File: src/hdl/cachePkg.sv
package cachePkg;

	parameter int numWays = 4;
	parameter int numSets = 64;
	parameter int wordsPerLine = 4;

	// tag from bits 28:10, index from 9:4 and word from 3:2
	parameter int wordLsb = 2;
	parameter int wordBits = 2;
	parameter int indexLsb = 4;
	parameter int indexBits = 6;
	parameter int tagLsb = 10;
	parameter int tagBits = 19;

	typedef logic [tagBits-1:0] tagT;
	typedef logic [indexBits-1:0] indexT;
	typedef logic [wordBits-1:0] wordT;
	typedef logic [numWays-1:0] wayMaskT;

	// one bit per way pair (0,1) (0,2) (0,3) (1,2) (1,3) (2,3)
	// bit clear means the lower way is more recent
	typedef logic [5:0] lruT;

	function automatic lruT lruTouch(lruT lru, wayMaskT way);
		lruT res;
		int b;
		res = lru;
		b = 0;
		for (int i = 0; i < numWays; i++) begin
			for (int j = i + 1; j < numWays; j++) begin
				if (way[i])
					res[b] = 1'b0;
				else if (way[j])
					res[b] = 1'b1;
				b++;
			end
		end
		return res;
	endfunction

	function automatic wayMaskT lruVictim(lruT lru);
		wayMaskT res;
		int b;
		res = '1;
		b = 0;
		// drop every way that is more recent than some other way
		for (int i = 0; i < numWays; i++) begin
			for (int j = i + 1; j < numWays; j++) begin
				if (lru[b])
					res[j] = 1'b0;
				else
					res[i] = 1'b0;
				b++;
			end
		end
		return res;
	endfunction

endpackage

File: src/hdl/busPkg.sv
package busPkg;

	typedef enum logic {
		cacheable,
		uncached
	} areaT;

	typedef enum logic [1:0] {
		opIdle,
		opRead,
		opWrite,
		opFill
	} memOpT;

	// word position within a burst
	typedef logic [1:0] beatT;

endpackage

File: src/hdl/cacheIfs.sv
interface arrayWriteIf #(
	parameter int dataWidth = 32
);
	import cachePkg::*;

	logic fill;
	logic hitWrite;
	logic touch;
	wayMaskT way;
	indexT index;
	tagT tag;
	wordT word;
	logic [dataWidth-1:0] data;
	logic [dataWidth/8-1:0] byteEn;

	modport master (output fill, hitWrite, touch, way, index, tag, word, data, byteEn);
	modport slave (input fill, hitWrite, touch, way, index, tag, word, data, byteEn);

endinterface

interface memPortIf #(
	parameter int addrWidth = 32,
	parameter int dataWidth = 32
);
	import busPkg::*;

	logic start;
	memOpT op;
	logic [addrWidth-1:0] addr;
	logic [dataWidth-1:0] wdata;
	logic [dataWidth/8-1:0] be;
	logic beatDone;
	beatT beatWord;
	logic [dataWidth-1:0] rdata;
	logic done;

	modport master (output start, op, addr, wdata, be, input beatDone, beatWord, rdata, done);
	modport slave (input start, op, addr, wdata, be, output beatDone, beatWord, rdata, done);

endinterface

File: src/hdl/cacheControl.sv
module cacheControl #(
	parameter int addrWidth = 32,
	parameter int dataWidth = 32
) (
	input logic CLK,
	input logic RST_N,
	input logic [addrWidth-1:0] cpuAddr,
	input logic [dataWidth-1:0] cpuWdata,
	input logic [dataWidth/8-1:0] cpuBe,
	input logic cpuWr,
	input logic cpuReq,
	input logic cacheEnable,
	input cachePkg::wayMaskT hit,
	input logic [dataWidth-1:0] hitData,
	input cachePkg::wayMaskT victim,
	output logic cpuBusy,
	output logic [dataWidth-1:0] cpuRdata,
	arrayWriteIf.master arr,
	memPortIf.master mem
);
	import cachePkg::*;
	import busPkg::*;

	typedef enum logic [1:0] {
		idle,
		waitMem,
		fillLine
	} stateT;

	stateT state;
	areaT area;
	logic readHit;
	logic writeHit;
	logic startReq;
	logic filling;

	tagT fillTag;
	indexT fillIndex;
	wayMaskT fillWay;
	logic [dataWidth-1:0] rdWord;

	// only the lowest area is cacheable and only when enabled
	assign area = (cpuAddr[addrWidth-1 -: 3] == 3'b000 && cacheEnable) ? cacheable : uncached;
	assign readHit = cpuReq && !cpuWr && area == cacheable && (|hit);
	assign writeHit = cpuReq && cpuWr && area == cacheable && (|hit);
	assign startReq = state == idle && cpuReq && !readHit;
	assign filling = state == fillLine;

	assign mem.start = startReq;
	assign mem.addr = cpuAddr;
	assign mem.wdata = cpuWdata;
	assign mem.be = cpuBe;

	always_comb begin
		if (cpuWr)
			mem.op = opWrite;
		else if (area == cacheable)
			mem.op = opFill;
		else
			mem.op = opRead;
	end

	// fill beats take the latched line and all else the live request
	assign arr.fill = filling && mem.beatDone;
	assign arr.hitWrite = state == idle && writeHit;
	assign arr.touch = state == idle && readHit;
	assign arr.way = filling ? fillWay : hit;
	assign arr.index = filling ? fillIndex : cpuAddr[indexLsb +: indexBits];
	assign arr.tag = filling ? fillTag : cpuAddr[tagLsb +: tagBits];
	assign arr.word = filling ? mem.beatWord : cpuAddr[wordLsb +: wordBits];
	assign arr.data = filling ? mem.rdata : cpuWdata;
	assign arr.byteEn = filling ? '1 : cpuBe;

	// done arrives the cycle after the last beat
	assign cpuBusy = (state == idle) ? (cpuReq && !readHit) : !mem.done;
	assign cpuRdata = (state == waitMem) ? rdWord : hitData;

	always_ff @(posedge CLK or negedge RST_N) begin
		if (!RST_N) begin
			state <= idle;
		end else begin
			case (state)
				idle: begin
					if (startReq)
						state <= (mem.op == opFill) ? fillLine : waitMem;
				end
				waitMem, fillLine: begin
					if (mem.done)
						state <= idle;
				end
				default: state <= idle;
			endcase
		end
	end

	always_ff @(posedge CLK) begin
		if (startReq) begin
			fillTag <= cpuAddr[tagLsb +: tagBits];
			fillIndex <= cpuAddr[indexLsb +: indexBits];
			fillWay <= victim;
		end
		if (state == waitMem && mem.beatDone)
			rdWord <= mem.rdata;
	end

endmodule

File: src/flat_wrapper.sv
// flat-port wrapper written by rule: the top's interface ports become plain ports
module cacheControl_flat import cachePkg::*; import busPkg::*;
#(
	parameter int addrWidth = 32,
	parameter int dataWidth = 32
)
  (CLK, RST_N, cpuAddr, cpuWdata, cpuBe, cpuWr, cpuReq, cacheEnable, hit, hitData, victim, cpuBusy, cpuRdata, arr_fill, arr_hitWrite, arr_touch, arr_way, arr_index, arr_tag, arr_word, arr_data, arr_byteEn, mem_start, mem_op, mem_addr, mem_wdata, mem_be, mem_beatDone, mem_beatWord, mem_rdata, mem_done);
  arrayWriteIf #(.dataWidth(dataWidth)) arr_i ();
  memPortIf #(.addrWidth(addrWidth), .dataWidth(dataWidth)) mem_i ();
  input logic CLK;
  input logic RST_N;
  input logic [addrWidth-1:0] cpuAddr;
  input logic [dataWidth-1:0] cpuWdata;
  input logic [dataWidth/8-1:0] cpuBe;
  input logic cpuWr;
  input logic cpuReq;
  input logic cacheEnable;
  input cachePkg::wayMaskT hit;
  input logic [dataWidth-1:0] hitData;
  input cachePkg::wayMaskT victim;
  output logic cpuBusy;
  output logic [dataWidth-1:0] cpuRdata;
  output wire logic [$bits(arr_i.fill)-1:0] arr_fill;
  output wire logic [$bits(arr_i.hitWrite)-1:0] arr_hitWrite;
  output wire logic [$bits(arr_i.touch)-1:0] arr_touch;
  output wire logic [$bits(arr_i.way)-1:0] arr_way;
  output wire logic [$bits(arr_i.index)-1:0] arr_index;
  output wire logic [$bits(arr_i.tag)-1:0] arr_tag;
  output wire logic [$bits(arr_i.word)-1:0] arr_word;
  output wire logic [$bits(arr_i.data)-1:0] arr_data;
  output wire logic [$bits(arr_i.byteEn)-1:0] arr_byteEn;
  output wire logic [$bits(mem_i.start)-1:0] mem_start;
  output wire logic [$bits(mem_i.op)-1:0] mem_op;
  output wire logic [$bits(mem_i.addr)-1:0] mem_addr;
  output wire logic [$bits(mem_i.wdata)-1:0] mem_wdata;
  output wire logic [$bits(mem_i.be)-1:0] mem_be;
  input wire logic [$bits(mem_i.beatDone)-1:0] mem_beatDone;
  input wire logic [$bits(mem_i.beatWord)-1:0] mem_beatWord;
  input wire logic [$bits(mem_i.rdata)-1:0] mem_rdata;
  input wire logic [$bits(mem_i.done)-1:0] mem_done;
  assign arr_fill = arr_i.fill;
  assign arr_hitWrite = arr_i.hitWrite;
  assign arr_touch = arr_i.touch;
  assign arr_way = arr_i.way;
  assign arr_index = arr_i.index;
  assign arr_tag = arr_i.tag;
  assign arr_word = arr_i.word;
  assign arr_data = arr_i.data;
  assign arr_byteEn = arr_i.byteEn;
  assign mem_start = mem_i.start;
  assign mem_op = mem_i.op;
  assign mem_addr = mem_i.addr;
  assign mem_wdata = mem_i.wdata;
  assign mem_be = mem_i.be;
  assign mem_i.beatDone = mem_beatDone;
  assign mem_i.beatWord = mem_beatWord;
  assign mem_i.rdata = mem_rdata;
  assign mem_i.done = mem_done;
  cacheControl #(.addrWidth(addrWidth), .dataWidth(dataWidth)) u_core (.CLK(CLK), .RST_N(RST_N), .cpuAddr(cpuAddr), .cpuWdata(cpuWdata), .cpuBe(cpuBe), .cpuWr(cpuWr), .cpuReq(cpuReq), .cacheEnable(cacheEnable), .hit(hit), .hitData(hitData), .victim(victim), .cpuBusy(cpuBusy), .cpuRdata(cpuRdata), .arr(arr_i), .mem(mem_i));
endmodule
File: config.mk
export PLATFORM = sky130hd
export DESIGN_NAME = cacheControl_flat
export DESIGN_NICKNAME = d
export VERILOG_FILES = /design/src/hdl/cachePkg.sv /design/src/hdl/busPkg.sv /design/src/hdl/cacheIfs.sv /design/src/hdl/cacheControl.sv /design/src/flat_wrapper.sv
export SDC_FILE = /design/constraint.sdc
export NUM_CORES = 1
export LEC_CHECK = 0
export ABC_AREA = 1
export BUFFER_PORTS_ARGS = -buffer_cell sky130_fd_sc_hd__clkbuf_2
export CORE_AREA = 2 2 125 127
export CTS_BUF_LIST = sky130_fd_sc_hd__clkbuf_16
export DETAILED_ROUTE_END_ITERATION = 8
export DIE_AREA = 0 0 127 129
export RECOVER_POWER = 25
export SYNTH_ARGS = -nofsm -noshare
export SYNTH_HDL_FRONTEND = slang
export SYNTH_SLANG_ARGS = --single-unit
File: constraint.sdc
create_clock -name CLK -period 1.8 [get_ports CLK]
set_input_delay 0.18 -clock CLK [delete_from_list [all_inputs] [get_ports CLK]]
set_output_delay 0.18 -clock CLK [all_outputs]
set_load 0.005 [all_outputs]
## Yosys cells after proc, flatten, opt, wreduce, memory -nomap -nowiden

Cells that the tools add are included.

| word-level totals | value |
|---|---|
| output and inout port bits | 174 |
| input port bits | 149 |
| word-level logic and storage cells | 46 |
| flip-flop bits (word level) | 63 |

| operators by class | value |
|---|---|
| reduce and logical (&&, ||, !) cells | 22 |
| eq/ne operators | 5 |
| multiplexer cells | 14 |

Operators with widths:

| operator | number |
|---|---|
| $mux W32 | 2 |
| $mux W19 | 1 |
| $logic_and A1 B1 Y1 | 14 |
| $mux W2 | 6 |
| $mux W4 | 2 |
| $mux W6 | 1 |
| $eq A2 B2 Y1 const B | 2 |
| $ne A2 B2 Y1 const B | 2 |
| $pmux W2 S2 | 1 |
| $reduce_or A4 Y1 | 1 |
| $logic_not A1 Y1 | 3 |
| $logic_not A3 Y1 | 1 |
| $eq A2 B1 Y1 const B | 1 |
| $logic_not A2 Y1 | 1 |
| $reduce_and A2 Y1 | 1 |
| $reduce_or A2 Y1 | 1 |
| $mux W1 | 1 |

## Longest topological paths before layout

| logic depth | value |
|---|---|
| depth in word-level cells | 8 |
| mapped depth | 9 |
| depth with buffers taken out | 9 |

## Worst setup path before layout

Ideal clock, no wire load.

| timing | value |
|---|---|
| kind | register -> register |
| from | reg u_core.state[1] |
| to | reg u_core.rdWord[0], enable pin |
| path slack | -0.110 ns |
| clock period less this slack | 1.910 ns |
| data required time | 1.413 ns |
| stages on the path, launching flop included | 7 |
| arrival | 1.524 ns |
| cell sequence | dfrtp_1 > inv_1 > ha_1 > buf_6 > buf_6 > nand2_1 > inv_1 |

| on the way | value |
|---|---|
| cells in the longest elaborated chain, start to end | 2 |

RTL lines:

| what | RTL line | source |
|---|---|---|
| start, declared | cacheControl.sv:30 | `stateT state;` |
| start signal, assigned | cacheControl.sv:80 | `state <= idle;` |
| start signal, assigned | cacheControl.sv:85 | `state <= (mem.op == opFill) ? fillLine : waitMem;` |
| start signal, assigned | cacheControl.sv:89 | `state <= idle;` |
| $eq A2 B1 Y1 | cacheControl.sv:102 | `if (state == waitMem && mem.beatDone)` |
| $logic_and A1 B1 Y1 | cacheControl.sv:102 |  |
| end signal, assigned | cacheControl.sv:103 | `rdWord <= mem.rdata;` |
| end, declared | cacheControl.sv:40 | `logic [dataWidth-1:0] rdWord;` |

Every way passes these cells.
A chain may end at the register's enable or synchronous reset.

## Final worst setup path

| timing | value |
|---|---|
| from | reg u_core.state[1] |
| to | out cpuRdata[1] |

| on the way | value |
|---|---|
| cells in the longest elaborated chain, start to end | 2 |

RTL lines:

| what | RTL line | source |
|---|---|---|
| $eq A2 B1 Y1 | cacheControl.sv:76 | `assign cpuRdata = (state == waitMem) ? rdWord : hitData;` |
| $mux W32 | cacheControl.sv:76 |  |
| end, declared | flat_wrapper.sv:22 | `output logic [dataWidth-1:0] cpuRdata;` |

Every way passes these cells.

==> parameters.txt <==
Parameter                              Value

Status
  Run status    complete, but fails checks
  Failing checks    negative setup slack

Global routing
  Routing layer with the top usage in global route    met2
  GR met3 Demand/Resource    0.0520
  Number of antenna violations at the first check in global routing    0
  Fraction of met1 tracks used by global routing    0.179
  Pin count of the biggest net entering global routing    35
  Fraction of met2 tracks used by global routing    0.274
  Wire length of the first global-routing pass    ~19000 µm
  Total GRT Usage    0.155
  Remaining global-route overflow    0
  Via count of the first global-routing pass    3402

Power
  Switching power summed over all nets    between 1.5 and 2 mW
  Worst voltage drop across the vdd grid    600 µV
  Combinational share of power    0.441
  Clock share of power    0.244
  Relative contribution of sequential cells to total power    0.315
  Proportion of total power due to net switching    0.306
  PnR Total Power    6.43 mW
  Cell internal pwr    4.46 mW
  Total leakage power    3.23 nW
  Power per standard cell area    around 1000 nW/µm²

Min path
  Startpoint of the worst hold path    victim[1]
  Type of the most critical hold path    in -> reg

Layout
  Antenna Diode Count    0
  Final instance area    6230 µm²
  Layout Cells excl Fill    between 800 and 900
  Post-Route Utilization    0.416
  Share of post-route cells with drive strength above 1    0.582
  Layout Area Growth over Synthesis    62.3%
  Post-layout nets    858
  Fill cell total of the finished layout    1538

Yosys
  Number of cells produced by synthesis    422
  Sequential area share after synthesis    0.491
  Synthesized area    roughly 3800 µm²
  Cells taking the most area after synthesis    sky130_fd_sc_hd__edfxtp_1, sky130_fd_sc_hd__nand2_1, sky130_fd_sc_hd__buf_4, sky130_fd_sc_hd__mux2_2, sky130_fd_sc_hd__inv_1
  Yosys warning total    0
  Number of nets in the synthesized netlist    approximately 570
  Mapped Avg Cell Area    9.09 µm²
  Cell accounting for the most synthesized area    sky130_fd_sc_hd__edfxtp_1
  Number of distinct library cells after synthesis    19
  Top-area cell type share of the netlist area    0.477
  Total of flip-flops plus latches after synthesis    between 60 and 70

CTS
  Clock-pin transition on the worst setup and hold timing paths    about 0.05 ns
  TritonCTS clock tree    yes
  Worst-skew pair later-pin latency    0.33 ns
  H-tree depth    3
  Cell at the root of the clock tree    sky130_fd_sc_hd__clkbuf_16
  Number of buffers added by the clock tree synthesis step    9
  Bufs on Longest Clock Path    2
  # clock sinks    63

Route
  Via-per-instance ratio    4.21
  TritonRoute pass-1 iters    4
  Average wire per cell in the routed design    16.6 µm
  Drt drc    0
  Vias post-DR    3783
  Aggregate routed wire length    15000 µm
  Number of routed nets with antenna violations    0
  DRT iter0 DRCs    164

Timing
  Sum Neg Setup Slack    -1.40 ns
  Fin crit period    1.86 ns
  Setup-violating endpoint count in the final report    61
  RSZ-0062 raised after global routing    yes
  Worst clock skew on the final layout    about 0.0033 ns
  Final Max Slew Viols    0
  Least-Margin Pin Slew    between 0.2 and 0.3 ns
  Final WS setup    -0.0642 ns
  Share of the cycle needed by the critical path after routing    1.04
  Fmax    approximately 0.54 GHz
  Worst hold slack    0.0162 ns
  Number of endpoints with negative hold slack in the final report    0
  Relative max-transition margin    0.819

Placement
  Final weighted congestion in routability-driven placement    0.758
  Count of input and output buffers    between 300 and 400
  Total cell area at the placement stage    approximately 5200 µm²
  DP Worst Slack    about 0.12 ns
  Post-placement cell count    851
  Half-perimeter wire length of the detailed placement result    ~9700 µm

Floorplanning
  Die height    around 130 µm
  Horiz. Die Dim    127 µm
  Die area    16400 µm²
  I/O pin count    323
  Total number of placement rows    45
  Core box area    around 15000 µm²
  Initial Util    0.256

Critical path
  Start point of the critical path    u_core.state[1]$_DFFE_PN0P_
  Required time of the critical path    1.62 ns
  Sort of element at the start of the critical path    flop
  Type of the setup path with the least slack    reg -> out
  Critical path capture point type    output pin
  Top fanout value on the critical path    8
  RR Startpoint    u_core.state[0]$_DFFE_PN0P_
  Arrival time at the worst endpoint    1.68 ns

Flow run
  Max-Cap Viols    0
-- worst max-delay path, stage by stage, from the launching register on --
cell and delay, ns:
sky130_fd_sc_hd__dfrtp_1 0.40, sky130_fd_sc_hd__inv_2 0.08, sky130_fd_sc_hd__ha_4 0.16, sky130_fd_sc_hd__buf_12 0.14, sky130_fd_sc_hd__buf_12 0.14, sky130_fd_sc_hd__mux2_4 0.31, sky130_fd_sc_hd__buf_6 0.12
-- cell families after synthesis --
| group | synth area share |
|---|---|
| AND/OR/NAND/NOR | 0.225 |
| multiplexers | 0.0939 |
| buffers and inverters | 0.178 |
| flip-flops | 0.491 |
| adder cells (fa/ha/maj) | 0.00979 |
| AO/OA/AOI/OAI | 0.00261 |
-- final timing paths --
path | slack (ns) | depth (start not counted) | to
worst min register to register | 0.52 | 2 | u_core.state[1]$_DFFE_PN0P_
max in group asynchronous | 1.53 | 2 | u_core.state[1]$_DFFE_PN0P_
worst max register to register | 0.07 | 9 | u_core.fillWay[0]$_DFFE_PP_
worst max-delay path | -0.06 | 6 | cpuRdata[1]
min in group asynchronous | 0.17 | 2 | u_core.state[0]$_DFFE_PN0P_
worst min-delay path | 0.02 | 1 | u_core.fillWay[1]$_DFFE_PP_
-- flip-flops by register name, indices dropped and copies added (netlist names) --
signal / flops
u_core.fillTag: 19
u_core.state: 2
u_core.fillIndex: 6
u_core.fillWay: 4
u_core.rdWord: 32
-- power by group through the flow --
stage	Combinational, mW	Sequential (mW)	Clock, mW
2_1_floorplan	1.14	2.01	0
3_3_place_gp	1.90	2.03	0
3_5_place_dp	1.92	2.03	0
4_1_cts	2.64	2.02	1.62
5_1_grt	3.04	2.04	1.68
6_report	2.84	2.02	1.57
-- cell usage after synthesis, drive strengths merged --
cell and instances:
nand2 206, buf 82, edfxtp 61, mux2 32, inv 16, nor2 6, clkbuf 4, nand3 4
or2 4, ha 3, dfrtp 2, a21oi 1, o21ai 1
-- placed cells by master, fill, tap and decap left out, types with 2 or more instances in the layout --
master                         n
sky130_fd_sc_hd__buf_2        19
sky130_fd_sc_hd__nor2_1        5
sky130_fd_sc_hd__clkinvlp_4    5
sky130_fd_sc_hd__inv_1         9
sky130_fd_sc_hd__clkbuf_2    255
sky130_fd_sc_hd__nand3_1       2
sky130_fd_sc_hd__clkbuf_1     40
sky130_fd_sc_hd__mux2_2        3
sky130_fd_sc_hd__clkinv_2      2
sky130_fd_sc_hd__buf_12       12
sky130_fd_sc_hd__nand2_4       2
sky130_fd_sc_hd__edfxtp_1     61
sky130_fd_sc_hd__dfrtp_1       2
sky130_fd_sc_hd__inv_2         4
sky130_fd_sc_hd__clkinv_1      2
sky130_fd_sc_hd__buf_6         7
sky130_fd_sc_hd__buf_8         3
sky130_fd_sc_hd__or2_2         3
sky130_fd_sc_hd__buf_4        12
sky130_fd_sc_hd__mux2_4       29
sky130_fd_sc_hd__buf_16        4
sky130_fd_sc_hd__ha_4          3
sky130_fd_sc_hd__nand3_2       2
sky130_fd_sc_hd__nand2_1     175
sky130_fd_sc_hd__clkbuf_16    14
sky130_fd_sc_hd__nand2_2      29
-- layer usage --
layer | routed length (µm) | part of all wire
met2 | 7700 | 0.51
met5 | 0 | 0
met3 | 1210 | 0.081
met1 | 5860 | 0.39
met4 | 197 | 0.013
-- what timing repair did --
item,CTS,global route
setup endpoints to repair,63,141
gates cloned,5,8
buffers inserted,10,8
gates resized for setup,43,72
hold buffers,1,0
pin swaps,1,11
hold endpoints to repair,2,0
-- area by class of cell --
type	count	area, µm²	share of cell area
Inverter	16	80.1	0.0129
Clock buffer	9	225	0.0362
Sequential cell	63	1880	0.302
Timing Repair Buffer	359	2250	0.362
Tap cell	188	235	0.0378
Clock inverter	7	40.0	0.00643
Multi-Input combinational cell	257	1510	0.243
Note: power is estimated with default switching activity, not from simulation.
