==> config.mk <==
export PLATFORM = sky130hd
export DESIGN_NAME = busMaster_flat
export DESIGN_NICKNAME = d
export VERILOG_FILES = /design/src/hdl/busPkg.sv /design/src/hdl/cacheIfs.sv /design/src/hdl/busMaster.sv /design/src/flat_wrapper.sv
export SDC_FILE = /design/constraint.sdc
export NUM_CORES = 1
export LEC_CHECK = 0
export BUFFER_PORTS_ARGS = -buffer_cell sky130_fd_sc_hd__buf_4
export CAP_MARGIN = 0
export CORE_MARGIN = 2
export CORE_UTILIZATION = 36
export DETAILED_ROUTE_END_ITERATION = 10
export GPL_ROUTABILITY_DRIVEN = 0
export GPL_TIMING_DRIVEN = 0
export PLACE_DENSITY_LB_ADDON = 0.05
export SLEW_MARGIN = 20
export SYNTH_ARGS = -nofsm -noshare
export SYNTH_HDL_FRONTEND = slang
export SYNTH_SLANG_ARGS = --single-unit
==> constraint.sdc <==
create_clock -name CLK -period 2.3 [get_ports CLK]
set_input_delay 0.23 -clock CLK [delete_from_list [all_inputs] [get_ports CLK]]
set_output_delay 0.23 -clock CLK [all_outputs]
set_load 0.05 [all_outputs]
==> src/hdl/busPkg.sv <==
package busPkg;

	typedef enum logic {
		cacheable,
		uncached
	} areaT;

	typedef enum logic [1:0] {
		opIdle,
		opRead,
		opWrite,
		opFill
	} memOpT;

	// word position within a burst
	typedef logic [1:0] beatT;

endpackage

==> src/hdl/cacheIfs.sv <==


interface memPortIf #(
	parameter int addrWidth = 32,
	parameter int dataWidth = 32
);
	import busPkg::*;

	logic start;
	memOpT op;
	logic [addrWidth-1:0] addr;
	logic [dataWidth-1:0] wdata;
	logic [dataWidth/8-1:0] be;
	logic beatDone;
	beatT beatWord;
	logic [dataWidth-1:0] rdata;
	logic done;

	modport master (output start, op, addr, wdata, be, input beatDone, beatWord, rdata, done);
	modport slave (input start, op, addr, wdata, be, output beatDone, beatWord, rdata, done);

endinterface

==> src/hdl/busMaster.sv <==
module busMaster #(
	parameter int addrWidth = 32,
	parameter int dataWidth = 32
) (
	input logic CLK,
	input logic RST_N,
	input logic [dataWidth-1:0] memRdata,
	input logic memWait,
	output logic [addrWidth-1:0] memAddr,
	output logic [dataWidth-1:0] memWdata,
	output logic [dataWidth/8-1:0] memBe,
	output logic memWe,
	output logic memReq,
	output logic memLock,
	memPortIf.slave mem
);
	import busPkg::*;

	memOpT curOp;
	beatT beatCnt;
	beatT startWord;
	logic accept;
	logic beat;
	logic lastBeat;
	logic doneR;

	assign accept = mem.start && !memReq;
	assign beat = memReq && !memWait;
	assign lastBeat = curOp != opFill || beatCnt == 2'd3;

	// burst begins one word past the requested one
	assign startWord = mem.addr[3:2] + 2'd1;

	assign mem.beatDone = beat;
	assign mem.beatWord = memAddr[3:2];
	assign mem.rdata = memRdata;
	assign mem.done = doneR;

	always_ff @(posedge CLK or negedge RST_N) begin
		if (!RST_N) begin
			memReq <= 1'b0;
			memWe <= 1'b0;
			memLock <= 1'b0;
			curOp <= opIdle;
			beatCnt <= '0;
			doneR <= 1'b0;
		end else begin
			doneR <= 1'b0;
			if (accept) begin
				memReq <= 1'b1;
				memWe <= mem.op == opWrite;
				memLock <= mem.op == opFill;
				curOp <= mem.op;
				beatCnt <= '0;
			end else if (beat) begin
				if (lastBeat) begin
					memReq <= 1'b0;
					memWe <= 1'b0;
					curOp <= opIdle;
					doneR <= 1'b1;
				end else begin
					beatCnt <= beatCnt + 2'd1;
					// unlock for the final beat
					if (beatCnt == 2'd2)
						memLock <= 1'b0;
				end
			end
		end
	end

	always_ff @(posedge CLK) begin
		if (accept) begin
			memWdata <= mem.wdata;
			memBe <= (mem.op == opFill) ? '1 : mem.be;
			memAddr <= (mem.op == opFill) ? {mem.addr[addrWidth-1:4], startWord, 2'b00} : mem.addr;
		end else if (beat && !lastBeat) begin
			memAddr[3:2] <= memAddr[3:2] + 2'd1;
		end
	end

endmodule

==> src/flat_wrapper.sv <==
// flat-port wrapper written by rule: the top's interface ports become plain ports
module busMaster_flat import busPkg::*;
#(
	parameter int addrWidth = 32,
	parameter int dataWidth = 32
)
  (CLK, RST_N, memRdata, memWait, memAddr, memWdata, memBe, memWe, memReq, memLock, mem_start, mem_op, mem_addr, mem_wdata, mem_be, mem_beatDone, mem_beatWord, mem_rdata, mem_done);
  memPortIf #(.addrWidth(addrWidth), .dataWidth(dataWidth)) mem_i ();
  input logic CLK;
  input logic RST_N;
  input logic [dataWidth-1:0] memRdata;
  input logic memWait;
  output logic [addrWidth-1:0] memAddr;
  output logic [dataWidth-1:0] memWdata;
  output logic [dataWidth/8-1:0] memBe;
  output logic memWe;
  output logic memReq;
  output logic memLock;
  input wire logic [$bits(mem_i.start)-1:0] mem_start;
  input wire logic [$bits(mem_i.op)-1:0] mem_op;
  input wire logic [$bits(mem_i.addr)-1:0] mem_addr;
  input wire logic [$bits(mem_i.wdata)-1:0] mem_wdata;
  input wire logic [$bits(mem_i.be)-1:0] mem_be;
  output wire logic [$bits(mem_i.beatDone)-1:0] mem_beatDone;
  output wire logic [$bits(mem_i.beatWord)-1:0] mem_beatWord;
  output wire logic [$bits(mem_i.rdata)-1:0] mem_rdata;
  output wire logic [$bits(mem_i.done)-1:0] mem_done;
  assign mem_i.start = mem_start;
  assign mem_i.op = mem_op;
  assign mem_i.addr = mem_addr;
  assign mem_i.wdata = mem_wdata;
  assign mem_i.be = mem_be;
  assign mem_beatDone = mem_i.beatDone;
  assign mem_beatWord = mem_i.beatWord;
  assign mem_rdata = mem_i.rdata;
  assign mem_done = mem_i.done;
  busMaster #(.addrWidth(addrWidth), .dataWidth(dataWidth)) u_core (.CLK(CLK), .RST_N(RST_N), .memRdata(memRdata), .memWait(memWait), .memAddr(memAddr), .memWdata(memWdata), .memBe(memBe), .memWe(memWe), .memReq(memReq), .memLock(memLock), .mem(mem_i));
endmodule
Word-level counts from Yosys, hierarchy flattened

Cells that the tools add are included.

Add/subtract/negate cells: 3
Equal/unequal tests: 6
Mux-type cells: 20
Reductions and logical operators: 14

Operators with widths:

| cell                                                   | number |
|---|---|
| 2-to-1 mux 2 bit                                       | 8 |
| 2-to-1 mux 1 bit                                       | 11 |
| == test 2 bit (second input constant)                  | 4 |
| nonzero test 2 bit                                     | 4 |
| adder 2 x 1 -> 2 bit (second input constant)           | 3 |
| 2-to-1 mux 4 bit                                       | 1 |
| AND reduction 2 bit                                    | 2 |
| logical AND 1 bit                                      | 3 |
| logical NOT 1 bit                                      | 3 |
| AND reduction 3 bit                                    | 1 |
| inequality test 2 x 1 -> 1 bit (second input constant) | 1 |
| inequality test 2 bit (second input constant)          | 1 |
| logical OR 1 bit                                       | 1 |

Bits in registers: 76
Bits of input ports: 106

Longest topological paths before layout

Gate-level depths: netlist of the first run.

Depth in word-level cells: 6
Gate-level depth with buffers: 5

Least setup slack after synthesis of the first run

OpenSTA, ideal clock, no wires.

Path kind: register to register
Start: reg u_core.memReq
End: reg u_core.memAddr[3] (data pin)
Arrival time: 2265 ps
Setup slack: -297 ps
Clock period less this slack: 2597 ps
Path buffers: 0
Cell stages (with the launch flop): 4
Cells stage by stage: dfrtp_1 -> nand2b_4 -> inv_1 -> a21oi_1

Cells in the longest elaborated chain, start to end: 3

RTL lines:

| item                   | RTL line        | RTL |
|---|---|---|
| from (decl)            | busMaster.sv:13 | `output logic memReq,` |
| from (signal assigned) | busMaster.sv:41 | `memReq <= 1'b0;` |
| from (signal assigned) | busMaster.sv:50 | `memReq <= 1'b1;` |
| from (signal assigned) | busMaster.sv:57 | `memReq <= 1'b0;` |
| logical NOT 1 bit      | busMaster.sv:27 | `assign accept = mem.start && !memReq;` |
| logical AND 1 bit      | busMaster.sv:27 |  |
| net u_core.accept      | busMaster.sv:22 | `logic accept;` |
| 2-to-1 mux 2 bit       | busMaster.sv:72 | `if (accept) begin` |
| to (signal assigned)   | busMaster.sv:75 | `memAddr <= (mem.op == opFill) ? {mem.addr[addrWidth-1:4], startWord, 2'b00} : mem.addr;` |
| to (signal assigned)   | busMaster.sv:77 | `memAddr[3:2] <= memAddr[3:2] + 2'd1;` |
| to (decl)              | busMaster.sv:9  | `output logic [addrWidth-1:0] memAddr,` |

The timed path passes the listed nets, and every way through them passes these cells.
A chain may end at the register's enable or synchronous reset.

Worst setup path after layout of the first run

Ends and elaborated chain as after synthesis.

==> metrics.md, run 1 <==
| Metric | Value |
|---|---|
| Max Slew Vio Count | 0 |
| Cell row count | 32 |
| First-pass GRT wire length | 9.52 mm |
| Gr ovfl total | 0 |
| Via/cell ratio | 4.26 |
| Dpl ws | 0.794 ns |
| Async SR Flop Fraction | 10.5% |
| Final #Nets | 457 |
| Layout cell share with drive strength beyond 1 | 68.9% |
| Die extent in y | 92.5 um |
| Combinational power share | 27.9% |
| CTS Root Cell | clkbuf_8 |
| Cell Area, Synth | 0.00282 sq mm |
| CTS tree | yes |
| Dominant cell type by area after synthesis | edfxtp_1 |
| Syn nets | 263 |
| Antenna Cells | 0 |
| Area delta synth->final | 62.0% |
| Req. time, crit path | 2.38 ns |
| Die Area | 0.00856 sq mm |
| Yosys cell types | 27 |
| Vias after detailed routing | 1944 |
| Final Hold Vio Count | 0 |
| CP max FO | 35 |
| CTS clk-pin slew, worst paths | 0.08 ns |
| Status | completed |
| Final hold slack | 0.0615 ns |
| Most used cell, CP | buf_12 |
| Flops & latches, synth | 76 |
| Initial DRC Count | 48 |
| Setup-failing EPs final | 0 |
| Seq pwr share | 44.2% |
| Yosys warns | 0 |
| Area contributors post-synth | edfxtp_1 (72%), buf_4 (9.1%), dfrtp_1 (7.1%), nand2_1 (0.93%), ha_1 (0.89%) |
| Sequential share of the synthesized area | 79.5% |
| Clock power frac | 27.9% |
| Gate Count Post-Synth | 155 |
| H-Tree Depth | 3 |
| Slowest-stage cell, CP | dfrtp_2 |
| Routed len/inst | 14.1 um |
| Filler cell count | 655 |
| Synth cell count leaders | edfxtp_1 (68), buf_4 (34), dfrtp_1 (8) |
| Static Leak | 2.05 nW |
| Net Sw Frac | 32.1% |
| Final cell count without fillers | 456 |
| Ys flop type | edfxtp_1 |
| Final setup skew | 0.00874 ns |
| Cell Int Power | 2.64 mW |
| Most common cell in the netlist | edfxtp_1 |
| Unrepaired setup endpoints after global routing | no |
| Peak supply drop | 360 uV |
| Clk Latency, worst-skew pair | 0.34 ns |
| Initial core utilization | 36.9% |
| # IOs | 213 |
| DRC | 0 |
| Port Buf Inserts | 180 |
| NetSw | 1.25 mW |
| Startpoint Class | register |
| First-pass iteration count of the detailed router | 4 |
| CP Launch Point | u_core.memReq |
| Clock Sinks | 76 |
| R2R Path Start | u_core.memReq |
| Initial antenna violation count | 0 |
| Pin count of the biggest net entering global routing | 36 |
| Die X | 92.5 um |
| Worst min path class | primary input to register |
| CP Class | register to register |
| Routed Antenna Nets | 0 |
| Final Cycle Share | 65.5% |
| Relative slew margins | 78.5% |
| TritonCTS Buffers | 9 |
| Maximum clock rate | 664 MHz |
| Synthesized area per cell | 18.2 sq um |
| CP Cell Sequence | nand2b_4 > clkinvlp_4 > buf_12 > buf_12 > a21oi_1 |
| Hold Crit Start | mem_addr[14] |
| Post-cts sizing count | 0 |
| Crit. End Element | register |
| Final Cell Area | 0.00457 sq mm |
| Core Area | 0.00765 sq mm |
| Cell Pwr Density | 851 mW/mm^2 |
| Final setup margin | 0.793 ns |
| Max-cap violations | 0 |
| Inst Count DP | 439 |
| Post-synth EDFFs | 68 |
| Final HPWL from detailed placement | 5.06 mm |
| WL final | 6.45 mm |
| Share of Yosys cell area claimed by the top area cell type | 72.4% |
| Vias in the first global route | 1878 |
| Worst Max-Slew Pin Slew | 0.319 ns |
| Placed Area | 0.00434 sq mm |
| Max clock buf depth | 2 |
| Total GRT Usage | 14.8% |
| Crit path DAT | 1.59 ns |
| Min Clock Period, post-route | 1.51 ns |
| Largest stage delay on the critical path | 0.44 ns |
| TNS Setup | 0 ns |
-- power groups by stage --
stage / Sequential, mW / Combinational [mW] / Clock, mW
floorplan: 2.15 / 0.315 / 0
global placement: 1.75 / 1.06 / 0
detailed placement: 1.75 / 1.09 / 0
CTS: 1.72 / 1.09 / 1.11
global route: 1.73 / 1.13 / 1.17
finish: 1.72 / 1.08 / 1.08
-- cells by family (layout without fill, tap and decap cells) --
| family | after synthesis | in the layout | synth area share (%) |
|---|---|---|---|
| multiplexers | 2 | 2 | 0.710 |
| AND/OR/NAND/NOR | 22 | 22 | 4.97 |
| adder cells (fa/ha/maj) | 2 | 2 | 0.887 |
| flip-flops | 76 | 76 | 79.5 |
| XOR/XNOR | 2 | 2 | 0.621 |
| AO/OA/AOI/OAI | 10 | 10 | 2.79 |
| buffers and inverters | 41 | 240 | 10.5 |
-- layer usage --
metal  vias up  part of all wire, %  track usage (%)
li1        907                    -                -
met2       118                   54             26.5
met4         0                  1.7             6.09
met1       908                   35             16.3
met5         -                    0                0
met3        11                  9.7             4.48
-- cell usage in the layout (no fill, tap or decap), types with 2 or more instances in the layout --
cell and instances:
buf_4 214, edfxtp_1 68, clkbuf_8 9, nand2_1 7, dfrtp_1 7, nand2b_1 4
a21oi_1 3, inv_1 3, buf_6 2, xor2_1 2, nor2_1 2, and2_1 2
nor2_2 2, mux2i_1 2, ha_1 2, clkinv_1 2, bufinv_16 2, buf_12 2
-- layout make-up --
type / instances / area (sq um) / share of cell area (%)
buffer: 36 / 278 / 6.08
sequential: 76 / 2240 / 49.1
multi-input combinational: 38 / 282 / 6.16
inverter: 5 / 22.5 / 0.493
clock buffer: 9 / 124 / 2.71
clock inverter: 7 / 90.1 / 1.97
tap: 102 / 128 / 2.79
timing repair buffer: 183 / 1400 / 30.7
-- worst max-delay path, delay by kind of cell, from the launching register on --
| family | cells | cell delay (ns) |
|---|---|---|
| buffers and inverters | 3 | 0.53 |
| DFF | 1 | 0.44 |
| and+or+nand+nor | 1 | 0.17 |
| AOI/OAI and AO/OA | 1 | 0.09 |
-- path summary, 6_finish.rpt --
path / to / slack [ns] / depth (start not counted)
worst min-delay path: u_core.memAddr[14] / 0.06 / 1
worst max-delay path: u_core.memAddr[3] / 0.79 / 5
worst min register to register: u_core.beatCnt[0] / 0.52 / 1
min in group asynchronous: u_core.memReq / 0.24 / 2
worst max register to register: u_core.memAddr[3] / 0.79 / 5
max in group asynchronous: u_core.memReq / 1.92 / 2
-- sequential cells by signal, summed over array words and instances, names as in the netlist --
| name | count |
|---|---|
| u_core.memLock | 1 |
| u_core.memWe | 1 |
| u_core.memReq | 1 |
| u_core.beatCnt | 2 |
| u_core.memAddr | 32 |
| u_core.memWdata | 32 |
| u_core.mem.done | 1 |
| u_core.curOp | 2 |
| u_core.memBe | 4 |
-- metrics by stage --
stage | utilization [%] | total power [mW]
2_1_floorplan | - | 2.46
3_3_place_gp | 56.3 | 2.82
3_5_place_dp | 56.8 | 2.84
4_1_cts | 59.7 | 3.93
5_1_grt | 59.7 | 4.03
6_report | 59.7 | 3.89
-- repair_timing --
| action | CTS | global route |
|---|---|---|
| endpoints found under the hold margin | 8 | 0 |
| hold buffers | 1 | 0 |
| setup endpoints to repair | 0 | 0 |
| buffers inserted | 0 | 0 |
Power figures use the tool's default switching activity.
==> run 2: changes to the inputs <==
Settings changed: CORE_UTILIZATION 36 to 40.
Clock period 2.3 ns to 1.5 ns, I/O delays scaled along.
==> run 2 against run 1 <==
Clock power rose by 35%. Register-to-register slack got worse by 0.62 ns. Critical path depth is 2 lower. Clock skew decreased by 0.0052 ns. Worst hold slack got worse by 0.0042 ns. Clock-buffer cell count grew 1. Flip-flop and latch count is the same. Global-route usage increased by 4.0 points. Fmax increased by 13%. Via count is 12% higher. Wire length up 17%. Worst setup slack worse by 0.62 ns. Critical endpoint is now u_core.memWdata[22]. Largest cell class is now non-clock buffers.
==> metrics.md, run 2 (synthesis results as in run 1) <==
| Metric | Value |
|---|---|
| Min Clock Period, post-route | 1.33 ns (-0.175 ns) |
| Routed len/inst | 14.8 um (+4.4%) |
| CP max FO | 36 (+2.9%) |
| Filler cell count | 434 (-34%) |
| TritonCTS Buffers | 9 (unchanged) |
| Final setup skew | 0.00357 ns (-0.00517 ns) |
| First-pass iteration count of the detailed router | 4 (unchanged) |
| CP Launch Point | u_core.memReq |
| Area delta synth->final | 82.0% |
| Clock Sinks | 76 (unchanged) |
| Startpoint Class | register |
| Vias after detailed routing | 2178 (+12%) |
| Antenna Cells | 0 (unchanged) |
| Via/cell ratio | 4.25 (-0.22%) |
| Relative slew margins | 73.9% (-4.7 points) |
| Commonest cells after routing, fill and taps aside | buf_4 (216), edfxtp_1 (68), dlygate4sd3_1 (61) |
| Final setup margin | 0.169 ns (-0.625 ns) |
| Cell row count | 30 (-6.3%) |
| Dpl ws | -0.370 ns (-1.16 ns) |
| Final HPWL from detailed placement | 4.98 mm (-1.5%) |
| Largest registers | u_core.memAddr x32, u_core.memWdata x32, u_core.memBe x4 |
| DRC | 0 (unchanged) |
| Port Buf Inserts | 180 (unchanged) |
| Initial antenna violation count | 0 (unchanged) |
| Worst min path class | primary input to register |
| Largest stage delay on the critical path | 0.43 ns (about the same) |
| Peak supply drop | 686 uV (+90%) |
| Commonest non-fill, non-tap cell in the layout | buf_4 |
| Cell Pwr Density | 1150 mW/mm^2 (+35%) |
| Design Power | 5.90 mW (+52%) |
| Max clock buf depth | 2 (unchanged) |
| R2R Path Start | u_core.memReq |
| # IOs | 213 (unchanged) |
| Die Area | 0.00774 sq mm (-9.6%) |
| Crit. End Element | register |
| Maximum clock rate | 751 MHz (+13%) |
| Core Area | 0.00679 sq mm (-11%) |
| Pin count of the biggest net entering global routing | 37 (+2.8%) |
| Final Hold Vio Count | 0 (unchanged) |
| Max-cap violations | 0 (unchanged) |
| Initial DRC Count | 65 (+35%) |
| Setup-failing EPs final | 0 (unchanged) |
| Vias in the first global route | 2230 (+19%) |
| Layout cell share with drive strength beyond 1 | 58.9% (-10 points) |
| Hold Crit Start | mem_op[0] |
| Crit path DAT | 1.36 ns (-0.23 ns) |
| Routed Antenna Nets | 0 (unchanged) |
| Worst Max-Slew Pin Slew | 0.391 ns (+0.0726 ns) |
| CTS tree | yes |
| Final core utilization | 75.5% (+16 points) |
| Unrepaired setup endpoints after global routing | no |
| Req. time, crit path | 1.53 ns (-0.85 ns) |
| Static Leak | 2.29 nW (+11%) |
| Max Slew Vio Count | 0 (unchanged) |
| CP Class | register to register |
| Initial core utilization | 41.5% (+4.6 points) |
| Gr ovfl total | 0 (unchanged) |
| CP Cell Sequence | nand2b_4 > clkinvlp_4 > buf_12 |
| Final #Nets | 519 (+14%) |
| H-Tree Depth | 3 (unchanged) |
| Clk Latency, worst-skew pair | 0.33 ns (about the same) |
| Die extent in y | 88.0 um (-4.9%) |
| WL final | 7.56 mm (+17%) |
| Slowest-stage cell, CP | dfrtp_2 |
| Die X | 88.0 um (-4.9%) |
| First-pass GRT wire length | 10.8 mm (+13%) |
| CTS Root Cell | clkbuf_8 |
| Total GRT Usage | 18.8% (+4.0 points) |
| Final Cycle Share | 88.8% (+23 points) |
| Status | completed |
| CTS clk-pin slew, worst paths | 0.07 ns (about the same) |
==> run 2: critical path: cells and delay by family (launching register included) <==
kind                   cells  cell delay (ns)
AND/OR/NAND/NOR            1             0.19
flip-flops                 1             0.43
buffers and inverters      2             0.38
==> run 2: per-layer routing <==
layer  share of wire, %  global-route usage (%)  vias up
met5                  0                       0        -
met4                1.4                    6.71        0
met3                9.1                    5.94       11
met2                 55                    35.8      131
met1                 34                    19.2     1005
li1                   -                       -     1031
==> run 2: worst paths after layout <==
kind | endpoint | slack (ns) | depth (start not counted)
worst max register to register | u_core.memWdata[22] | 0.17 | 3
worst min register to register | u_core.beatCnt[0] | 0.52 | 1
max in group asynchronous | u_core.memReq | 1.20 | 2
worst min-delay path | u_core.memWe | 0.06 | 2
worst max-delay path | u_core.memWdata[22] | 0.17 | 3
min in group asynchronous | u_core.mem.done | 0.16 | 2
==> run 2: through the flow <==
| step | instance area, sq um | cells | TNS, ns | hold WS (ns) |
|---|---|---|---|---|
| 3_5_place_dp | 4320 | 432 | -18.07 | -0.0242 |
| 2_1_floorplan | 2830 | 155 | -41.56 | -0.146 |
| 5_1_grt | 5130 | 512 | 0 | 0.0453 |
| 4_1_cts | 5130 | 512 | 0 | 0.0351 |
| 6_report | 5130 | 512 | 0 | 0.0573 |
| 3_3_place_gp | 4300 | 431 | -56.44 | -0.0248 |
==> run 2: cell type report <==
type / instances / area [sq um] / area share [%]
tap: 96 / 120 / 2.34
clock inverter: 6 / 55.1 / 1.07
clock buffer: 10 / 128 / 2.49
multi-input combinational: 38 / 282 / 5.49
buffer: 36 / 278 / 5.41
timing repair inverter: 1 / 7.51 / 0.146
sequential: 76 / 2240 / 43.7
inverter: 5 / 22.5 / 0.439
timing repair buffer: 244 / 2000 / 38.9
==> run 2: repair_timing <==
| action | in CTS | in global routing |
|---|---|---|
| endpoints found under the setup margin | 68 | 2 |
| resized for setup | 1 | 1 |
| hold buffers | 61 | 0 |
| gates cloned | 1 | 0 |
| endpoints found under the hold margin | 68 | 0 |
| buffers inserted | 2 | 0 |
==> run 2: power breakdown <==
part | total (mW) | internal, mW | switching, mW
clock network | 1.46 | 0.752 | 0.709
registers | 2.64 | 2.56 | 0.0834
logic | 1.80 | 0.661 | 1.14
